$ cat src/common/warpPkg.sv
`default_nettype none

package warpPkg;

	// fast-bus region, decoded once per strobe cycle.
	typedef enum logic [2:0] {
		regNone,	// no cycle or unmapped.
		regRam,		// DRAM below romBase.
		regRom,		// boot ROM.
		regIo,		// bridged onto the slow bus.
		regIack		// interrupt acknowledge, answered with vpaN.
	} regionT;

	// DRAM controller states, CPU access first and refresh after.
	typedef enum logic [2:0] {
		ramIdle,	// free slot for CPU or refresh.
		ramRas,		// row strobe.
		ramCas,		// column strobe, ready rises.
		ramHold,	// held until the strobe ends, also the ROM access.
		refCas,		// CAS before RAS.
		refRas,
		refRecover	// precharge.
	} ramStateT;

	// shared by the slow-bus slave and master.
	typedef enum logic [1:0] {
		ioIdle,
		ioStrobe,
		ioWaitAck,
		ioDone
	} ioStateT;

	// address map on addr[23:20].
	localparam logic [3:0] ramTop = 4'h3;	// RAM is 0 through 3.
	localparam logic [3:0] romBase = 4'h4;
	localparam logic [3:0] ioBase = 4'h5;	// I/O runs to F.

	// addr[23:4] all ones marks an iack cycle.
	localparam logic [19:0] iackPrefix = 20'hFFFFF;

endpackage

`default_nettype wire

$ cat src/chipSelect.sv
`default_nettype none

module chipSelect import warpPkg::*; (
	input wire FCLK,
	input wire rstN,
	input wire [23:8] addr,
	input wire asN,
	output logic bact,
	output regionT region
);

	regionT decode;	// combinational region of the current address.

	always_comb begin
		if (addr[23:8] == iackPrefix[19:4]) begin
			decode = regIack;	// checked first, it sits inside I/O space.
		end else if (addr[23:20] <= ramTop) begin
			decode = regRam;
		end else if (addr[23:20] == romBase) begin
			decode = regRom;
		end else if (addr[23:20] >= ioBase) begin
			decode = regIo;
		end else begin
			decode = regNone;
		end
	end

	// bact follows the strobe one edge late.
	// region is taken on the first edge of the cycle and kept.
	always_ff @(posedge FCLK or negedge rstN) begin
		if (!rstN) begin
			bact <= 1'b0;
			region <= regNone;
		end else begin
			bact <= !asN;
			if (asN) begin
				region <= regNone;	// strobe gone.
			end else if (!bact) begin
				region <= decode;	// cycle 0 edge only.
			end
		end
	end

endmodule

`default_nettype wire

$ cat src/ram/refreshTimer.sv
`default_nettype none

module refreshTimer #(
	parameter logic [15:0] refreshPeriod = 16'd64
) (
	input wire FCLK,
	input wire rstN,
	input wire refAck,
	output logic refReq
);

	logic [15:0] cnt;	// free-running down-counter.
	logic wrap;

	assign wrap = cnt == 16'd0;

	always_ff @(posedge FCLK or negedge rstN) begin
		if (!rstN) begin
			cnt <= refreshPeriod - 16'd1;
			refReq <= 1'b0;
		end else begin
			// reload keeps the spacing fixed whatever the ack latency.
			cnt <= wrap ? refreshPeriod - 16'd1 : cnt - 16'd1;
			if (wrap) begin
				refReq <= 1'b1;	// sticky until acked.
			end else if (refAck) begin
				refReq <= 1'b0;
			end
		end
	end

endmodule

`default_nettype wire

$ cat src/ram/ramCtl.sv
`default_nettype none

module ramCtl import warpPkg::*; #(
	parameter logic [3:0] romWaitCycles = 4'd2
) (
	input wire FCLK,
	input wire rstN,
	input wire [21:1] addr,
	input wire weN,
	input wire ldsN,
	input wire udsN,
	input wire bact,
	input wire regionT region,
	input wire refReq,
	output logic refAck,
	output logic ramReady,
	output logic [11:0] ra,
	output logic rasN,
	output logic casN,
	output logic oeN,
	output logic ramLweN,
	output logic ramUweN,
	output logic romCsN
);

	ramStateT state;
	logic romSel;			// the hold slot is a ROM access.
	logic [3:0] waitCnt;	// ROM wait states left.
	logic cpuStart;
	logic refStart;
	logic colPhase;
	logic romAct;

	// arbiter: the CPU always wins a shared idle slot.
	assign cpuStart = (state == ramIdle) && bact && (region == regRam || region == regRom);
	assign refStart = (state == ramIdle) && refReq && !cpuStart;
	assign refAck = refStart;	// one pulse, the FSM leaves idle at once.

	always_ff @(posedge FCLK or negedge rstN) begin
		if (!rstN) begin
			state <= ramIdle;
			romSel <= 1'b0;
			waitCnt <= 4'd0;
		end else begin
			case (state)
				ramIdle: begin
					if (cpuStart) begin
						romSel <= region == regRom;
						waitCnt <= romWaitCycles;
						// ROM skips the row and column phases.
						state <= (region == regRom) ? ramHold : ramRas;
					end else if (refStart) begin
						state <= refCas;
					end
				end
				ramRas: state <= ramCas;
				ramCas: state <= ramHold;
				ramHold: begin
					if (waitCnt != 4'd0) begin
						waitCnt <= waitCnt - 4'd1;
					end
					if (!bact) begin
						state <= ramIdle;	// CPU dropped the strobe.
					end
				end
				refCas: state <= refRas;
				refRas: state <= refRecover;
				refRecover: state <= ramIdle;
				default: state <= ramIdle;
			endcase
		end
	end

	assign colPhase = (state == ramCas) || (state == ramHold && !romSel);
	assign romAct = (state == ramHold) && romSel;

	// row then column on the same pins.
	assign ra = colPhase ? {2'b00, addr[10:1]} : {1'b0, addr[21:11]};

	// RAS covers row and column, CAS leads it on refresh.
	assign rasN = !(state == ramRas || colPhase || state == refRas);
	assign casN = !(colPhase || state == refCas || state == refRas);
	assign oeN = !((colPhase && weN) || romAct);	// read only.

	// byte lanes gated by the strobes.
	assign ramLweN = !(colPhase && !weN && !ldsN);
	assign ramUweN = !(colPhase && !weN && !udsN);
	assign romCsN = !romAct;

	assign ramReady = colPhase || (romAct && waitCnt == 4'd0);

endmodule

`default_nettype wire

$ cat src/iobus/iobSlave.sv
`default_nettype none

module iobSlave import warpPkg::*; (
	input wire FCLK,
	input wire rstN,
	input wire weN,
	input wire bact,
	input wire regionT region,
	input wire ioDone,
	input wire ioBerr,
	output logic ioRdReq,
	output logic ioWrReq,
	output logic ioReady,
	output logic ioBerrOut
);

	// the ioDone state shares its name with the port, so it is scoped.
	ioStateT state;
	logic isRead;	// direction of the outstanding request.
	logic errSeen;	// master ended it with a bus error.

	always_ff @(posedge FCLK or negedge rstN) begin
		if (!rstN) begin
			state <= ioIdle;
			isRead <= 1'b1;
			errSeen <= 1'b0;
		end else begin
			case (state)
				ioIdle: begin
					if (bact && region == regIo) begin
						isRead <= weN;
						state <= ioStrobe;	// one request per cycle.
					end
				end
				ioStrobe: state <= ioWaitAck;
				ioWaitAck: begin
					if (ioDone) begin
						errSeen <= ioBerr;	// valid with the done pulse.
						state <= warpPkg::ioDone;
					end
				end
				warpPkg::ioDone: begin
					if (!bact) begin
						state <= ioIdle;
					end
				end
				default: state <= ioIdle;
			endcase
		end
	end

	// request pulse is the single ioStrobe cycle.
	assign ioRdReq = (state == ioStrobe) && isRead;
	assign ioWrReq = (state == ioStrobe) && !isRead;

	// result held until the CPU ends the cycle.
	assign ioReady = (state == warpPkg::ioDone) && !errSeen;
	assign ioBerrOut = (state == warpPkg::ioDone) && errSeen;

endmodule

`default_nettype wire

$ cat src/iobus/iobMaster.sv
`default_nettype none

module iobMaster import warpPkg::*; (
	input wire FCLK,
	input wire rstN,
	input wire [23:1] addr,
	input wire ldsN,
	input wire udsN,
	input wire ioRdReq,
	input wire ioWrReq,
	input wire iobDtackN,
	input wire iobBerrN,
	output logic ioDone,
	output logic ioBerr,
	output logic [23:1] iobAddr,
	output logic iobAoe,
	output logic iobAsN,
	output logic iobLdsN,
	output logic iobUdsN
);

	ioStateT state;
	logic [1:0] dtackSync;	// two flops, the slow bus is asynchronous.
	logic [1:0] berrSync;
	logic ldsLat;
	logic udsLat;
	logic berrLat;
	logic busAct;
	logic ackSeen;

	// both terminations reset to idle high.
	always_ff @(posedge FCLK or negedge rstN) begin
		if (!rstN) begin
			dtackSync <= 2'b11;
			berrSync <= 2'b11;
		end else begin
			dtackSync <= {dtackSync[0], iobDtackN};
			berrSync <= {berrSync[0], iobBerrN};
		end
	end

	assign ackSeen = !dtackSync[1] || !berrSync[1];

	// address and strobes captured with the request.
	always_ff @(posedge FCLK) begin
		if (state == ioIdle && (ioRdReq || ioWrReq)) begin
			iobAddr <= addr;
			ldsLat <= ldsN;	// write direction rides on these.
			udsLat <= udsN;
		end
	end

	always_ff @(posedge FCLK or negedge rstN) begin
		if (!rstN) begin
			state <= ioIdle;
			berrLat <= 1'b0;
		end else begin
			case (state)
				ioIdle: begin
					if (ioRdReq || ioWrReq) begin
						state <= ioStrobe;
					end
				end
				ioStrobe: state <= ioWaitAck;	// strobes low at least two cycles.
				ioWaitAck: begin
					if (ackSeen) begin
						berrLat <= !berrSync[1];	// berr wins over dtack.
						state <= warpPkg::ioDone;
					end
				end
				warpPkg::ioDone: state <= ioIdle;	// one-cycle done pulse.
				default: state <= ioIdle;
			endcase
		end
	end

	assign busAct = (state == ioStrobe) || (state == ioWaitAck);

	assign iobAoe = busAct;
	assign iobAsN = !busAct;
	assign iobLdsN = ldsLat || !busAct;
	assign iobUdsN = udsLat || !busAct;

	assign ioDone = state == warpPkg::ioDone;
	assign ioBerr = (state == warpPkg::ioDone) && berrLat;

endmodule

`default_nettype wire

$ cat src/fsbTerm.sv
`default_nettype none

module fsbTerm import warpPkg::*; (
	input wire FCLK,
	input wire rstN,
	input wire bact,
	input wire regionT region,
	input wire ramReady,
	input wire ioReady,
	input wire ioBerrOut,
	output logic dtackN,
	output logic vpaN,
	output logic berrN
);

	logic iackArm;	// delays vpaN to cycle 2.
	logic memCyc;
	logic ioCyc;
	logic iackCyc;

	assign memCyc = region == regRam || region == regRom;
	assign ioCyc = region == regIo;
	assign iackCyc = region == regIack;

	always_ff @(posedge FCLK or negedge rstN) begin
		if (!rstN) begin
			dtackN <= 1'b1;
			vpaN <= 1'b1;
			berrN <= 1'b1;
			iackArm <= 1'b0;
		end else if (!bact) begin
			dtackN <= 1'b1;	// release everything with the strobe.
			vpaN <= 1'b1;
			berrN <= 1'b1;
			iackArm <= 1'b0;
		end else begin
			iackArm <= iackCyc;
			// sticky until bact falls.
			if ((memCyc && ramReady) || (ioCyc && ioReady)) begin
				dtackN <= 1'b0;
			end
			if (ioCyc && ioBerrOut) begin
				berrN <= 1'b0;
			end
			if (iackCyc && iackArm) begin
				vpaN <= 1'b0;	// autovector.
			end
		end
	end

endmodule

`default_nettype wire

$ cat src/warpSe.sv
`default_nettype none

module warpSe import warpPkg::*; #(
	parameter logic [15:0] refreshPeriod = 16'd64,
	parameter logic [3:0] romWaitCycles = 4'd2
) (
	input wire FCLK,
	input wire rstN,
	input wire [23:1] addr,
	input wire asN,
	input wire ldsN,
	input wire udsN,
	input wire weN,
	output wire dtackN,
	output wire vpaN,
	output wire berrN,
	output wire [11:0] ra,
	output wire rasN,
	output wire casN,
	output wire oeN,
	output wire ramLweN,
	output wire ramUweN,
	output wire romCsN,
	output wire [23:1] iobAddr,
	output wire iobAoe,
	output wire iobAsN,
	output wire iobLdsN,
	output wire iobUdsN,
	input wire iobDtackN,
	input wire iobBerrN
);

	logic bact;			// strobe cycle active.
	regionT region;
	logic refReq;
	logic refAck;
	logic ramReady;		// DRAM or ROM data valid.
	logic ioRdReq;
	logic ioWrReq;
	logic ioDone;
	logic ioBerr;
	logic ioReady;
	logic ioBerrOut;

	chipSelect cs_i (
		.FCLK(FCLK), .rstN(rstN),
		.addr(addr[23:8]), .asN(asN),
		.bact(bact), .region(region)
	);

	refreshTimer #(.refreshPeriod(refreshPeriod)) refresh_i (
		.FCLK(FCLK), .rstN(rstN),
		.refAck(refAck), .refReq(refReq)
	);

	// only arbiter, CPU against refresh.
	ramCtl #(.romWaitCycles(romWaitCycles)) ram_i (
		.FCLK(FCLK), .rstN(rstN),
		.addr(addr[21:1]), .weN(weN), .ldsN(ldsN), .udsN(udsN),
		.bact(bact), .region(region), .refReq(refReq),
		.refAck(refAck), .ramReady(ramReady), .ra(ra),
		.rasN(rasN), .casN(casN), .oeN(oeN),
		.ramLweN(ramLweN), .ramUweN(ramUweN), .romCsN(romCsN)
	);

	iobSlave iobSlave_i (
		.FCLK(FCLK), .rstN(rstN),
		.weN(weN), .bact(bact), .region(region),
		.ioDone(ioDone), .ioBerr(ioBerr),
		.ioRdReq(ioRdReq), .ioWrReq(ioWrReq),
		.ioReady(ioReady), .ioBerrOut(ioBerrOut)
	);

	iobMaster iobMaster_i (
		.FCLK(FCLK), .rstN(rstN),
		.addr(addr), .ldsN(ldsN), .udsN(udsN),
		.ioRdReq(ioRdReq), .ioWrReq(ioWrReq),
		.iobDtackN(iobDtackN), .iobBerrN(iobBerrN),
		.ioDone(ioDone), .ioBerr(ioBerr),
		.iobAddr(iobAddr), .iobAoe(iobAoe), .iobAsN(iobAsN),
		.iobLdsN(iobLdsN), .iobUdsN(iobUdsN)
	);

	fsbTerm fsb_i (
		.FCLK(FCLK), .rstN(rstN),
		.bact(bact), .region(region),
		.ramReady(ramReady), .ioReady(ioReady), .ioBerrOut(ioBerrOut),
		.dtackN(dtackN), .vpaN(vpaN), .berrN(berrN)
	);

endmodule

`default_nettype wire

$ cat config.mk
export PLATFORM = sky130hd
export DESIGN_NAME = warpSe
export DESIGN_NICKNAME = d
export VERILOG_FILES = /design/src/common/warpPkg.sv /design/src/chipSelect.sv /design/src/ram/refreshTimer.sv /design/src/ram/ramCtl.sv /design/src/iobus/iobSlave.sv /design/src/iobus/iobMaster.sv /design/src/fsbTerm.sv /design/src/warpSe.sv
export SDC_FILE = /design/constraint.sdc
export NUM_CORES = 1
export LEC_CHECK = 0
export ABC_AREA = 1
export CAP_MARGIN = 20
export CORE_MARGIN = 3
export CORE_UTILIZATION = 59
export CTS_BUF_LIST = sky130_fd_sc_hd__clkbuf_2 sky130_fd_sc_hd__clkbuf_4 sky130_fd_sc_hd__clkbuf_8
export CTS_CLUSTER_SIZE = 28
export DETAILED_ROUTE_END_ITERATION = 7
export DONT_BUFFER_PORTS = 1
export GPL_ROUTABILITY_DRIVEN = 0
export PLACE_DENSITY = 0.81
export SLEW_MARGIN = 40
export SYNTH_ARGS = -nofsm -noshare
export SYNTH_HDL_FRONTEND = slang
export SYNTH_HIERARCHICAL = 1
export SYNTH_SLANG_ARGS = --single-unit
export TNS_END_PERCENT = 30
$ cat constraint.sdc
create_clock -name FCLK -period 2.3 [get_ports FCLK]
set_input_delay 0.23 -clock FCLK [delete_from_list [all_inputs] [get_ports FCLK]]
set_output_delay 0.23 -clock FCLK [all_outputs]
set_load 0.005 [all_outputs]
==> out/qor.csv <==
stage;metric;value;unit
status;status;completed;
critical_path;CP delay by family, top;simple AND/OR/NAND/NOR gates;
yosys;Syn. warnings;6;
yosys;Synth Area per Inst;8.857;µm²
clock_tree;clk_lat worst skew;0.35;ns
worst_hold_path;hold-critical path depth;3;
drt;DR vias;2708;
critical_path;most used cell, CP;nand2_1;
critical_path;Critical R2R Capture;iobMaster_i/iobAddr[22]$_DFFE_PP_;
global_route;first-pass GRT wire length;12290;µm
clock_tree;H-tree depth;3;
timing;skew final;0.01533;ns
clock_tree;CTS Root Cell;clkbuf_8;
floorplan;die width;82.91;µm
critical_path;R2R setup slack;0.67;ns
yosys;Syn Nets;435;
power;Pwr Density;1017;nW/µm²
global_route;total congestion overflow;0;
critical_path;WP data required;2.07;ns
power;Gate power share;34.0;%
critical_path;Worst setup SP type;flip-flop;
clock_tree;clock slew at reported path FFs;0.09;ns
cells_and_area;layout cells sized above 1;15.72;%
timing;RSZ-0062 raised after global routing;false;
critical_path;Critical R2R Launch;iobSlave_i/state[1]$_DFFE_PN0P_;
critical_path;Worst setup EP type;output pin;
clock_tree;clk buf depth;2;
cells_and_area;Layout Nets;475;
yosys;Post-Syn Area;3490;µm²
power;Sw Ratio;38.53;%
drt;routed len/inst;14.25;µm
yosys;Post-synth EDFFs;25;
power;worst vdd ir;0.0007020;V
critical_path;Crit Path Class;flip-flop to output pin;
cells_and_area;Area Growth Syn to Fin;17.28;%
timing;Fin Setup TNS;0;ns
clock_tree;TritonCTS clock tree;yes;
clock_tree;CTS Hold Bufs;31;
placement;dpl hpwl;4655;µm
yosys;register area share after synthesis;53.57;%
critical_path;worst path arrival time;1.74;ns
floorplan;die area;6873;µm²
drt;final WL;7282;µm
timing;worst hold slack;0.04734;ns
global_route;gr usage total;22.23;%
floorplan;Initial Utilization;62.23;%
global_route;initial antenna violation count;0;
critical_path;Slowest-stage cell, CP;dfrtp_1;
job;Max Cap Viol;0;
power;leakage;1.977;nW
clock_tree;CTS sink count;69;
critical_path;max incr delay on CP;0.40;ns
power;Seq pwr share;41.9;%
clock_tree;postcts setup bufs;0;
timing;Fmax achieved;507.5;MHz
yosys;Post-Synthesis Cells;394;
timing;Final setup viols;0;
placement;IO Port Bufs;0;
timing;Final Max Tran Viols;0;
yosys;Netlist cell types;33;
yosys;cell taking the most area after synthesis;dfrtp_1;
floorplan;std cell rows;27;
drt;ANT nets after route;0;
critical_path;worst path cell trace;inv_1 -> nand2_2 -> nor2_4 -> inv_2 -> nand2_1 -> nand2_1;
yosys;Post-synth top cells;nand2_1 (115), inv_1 (47), nor2_1 (47), dfrtp_1 (30), nand3_1 (26);
clock_tree;Post-CTS Resized;0;
critical_path;worst r2r path cells;7;
power;switching power;1.603;mW
floorplan;die height;82.91;µm
worst_hold_path;Worst Hold Path EP;cs_i/region[1]$_DFFE_PN0P_;
clock_tree;CTS buffer count;9;
drt;Detailed Route Iter0 Violations;139;
timing;final hold violations;0;
power;clock share of power;24.2;%
global_route;vias in the first global route;2681;
worst_hold_path;Hold Crit Class;input pin to flip-flop;
yosys;ys flop type;dfrtp_1;
yosys;top-count cell post-synth;nand2_1;
timing;fin crit share;85.67;%
drt;Post-route DRC;0;
cells_and_area;n_diodes;0;
floorplan;I/O pins;79;
floorplan;Core Footprint;5608;µm²
timing;Final Critical Period;1.970;ns
critical_path;critical path peak fanout;16;
critical_path;WP buf/inv;2;
worst_hold_path;hold_sp;asN;
drt;First-pass DRT Iterations;4;
drt;Via density;5.299;
cells_and_area;fin util;72.98;%
yosys;register bit count reported by yosys;69;
global_route;largest net degree at the start of global routing;45;
power;internal power;2.558;mW
yosys;share of the synthesized area in the top cell type;21.51;%
yosys;synth top area cells;dfrtp_1 (22%), edfxtp_1 (22%), nand2_1 (12%);
yosys;Synth async-reset ratio;63.77;%
[kinds of logic after synthesis]
family,Yosys count,synth area share (%)
AOI/OAI and AO/OA,26,4.303
xor gates and xnor gates,5,1.255
adders and majority gates,10,3.586
buffers and inverters,55,6.454
DFF,69,53.57
other,1,0.1075
and+or+nand+nor,228,30.73
[stage by stage]
stage,setup slack (ns),power [mW],std cells,instance area (µm²)
CTS,0.3909,4.156,511,4093
global route,0.2429,4.461,511,4093
detailed placement,0.6894,3.078,464,3560
global placement,0.7674,3.010,464,3560
floorplan,0.01216,2.817,394,3490
finish,0.3296,4.161,511,4093
[per-layer routing]
metal	track usage [%]	part of all wire [%]
met4	8.470	2.2
met1	24.41	39
met2	39.43	53
met3	7.639	6.1
met5	0	0
[tightest hold or removal path: cells and delay by family]
| family | cells | cell delay [ns] |
|---|---|---|
| AND/OR/NAND/NOR | 3 | 0.14 |
[state kept, by name, indices dropped and copies added (netlist names), 2 cells and up]
| signal | flops |
|---|---|
| cs_i/region | 3 |
| ram_i/waitCnt | 4 |
| ram_i/state | 3 |
| iobMaster_i/berrSync | 2 |
| iobMaster_i/dtackSync | 2 |
| iobSlave_i/state | 2 |
| refresh_i/cnt | 16 |
| iobMaster_i/iobAddr | 23 |
| iobMaster_i/state | 2 |
[cell type report]
type / instances / area, µm²
well taps: 72 / 90.09
inverters: 52 / 195.2
multi-input cells: 270 / 1398
repair buffers: 32 / 335.3
clock inverters: 7 / 81.33
clock buffers: 9 / 123.9
fillers: 390 / 1515
flip-flops and latches: 69 / 1869
[worst max path at each step]
stage	start	endpoint	slack, ns	cells past startpoint
finish	ram_i/state[2]$_DFFE_PN0P_	ra[1]	0.33	6
global route	ram_i/state[1]$_DFFE_PN0P_	ra[0]	0.24	5
CTS	ram_i/state[2]$_DFFE_PN0P_	ra[8]	0.39	6
detailed placement	iobSlave_i/state[1]$_DFFE_PN0P_	iobMaster_i/iobAddr[14]$_DFFE_PP_	0.69	7
global placement	iobSlave_i/state[1]$_DFFE_PN0P_	iobMaster_i/iobAddr[4]$_DFFE_PP_	0.77	7
floorplan	iobSlave_i/state[1]$_DFFE_PN0P_	iobMaster_i/iobAddr[10]$_DFFE_PP_	0.01	6
[power groups by stage]
stage	registers, mW	logic, mW	clock network (mW)
2_1_floorplan	1.71	1.10	0
3_3_place_gp	1.76	1.25	0
5_1_grt	1.77	1.59	1.10
4_1_cts	1.74	1.38	1.03
6_report	1.74	1.41	1.01
3_5_place_dp	1.76	1.32	0
[placed cells by master, fill, tap and decap left out, types with 2 or more instances in the layout]
master,n
dfrtp_1,30
dlygate4sd3_1,30
nor2_1,46
nor3_1,2
inv_2,5
o21ai_0,5
nand2_2,10
clkinv_4,3
or2_1,2
nand4_1,5
nor2_4,5
clkbuf_8,9
inv_6,2
a21oi_1,12
nor2_2,7
nand3b_1,2
nand3_1,26
dfstp_2,14
o21bai_1,2
inv_1,47
xnor2_1,3
o21ai_1,4
edfxtp_1,25
nand2_1,115
nand2_4,4
ha_1,10
xor2_1,2
Power figures use the tool's default switching activity.
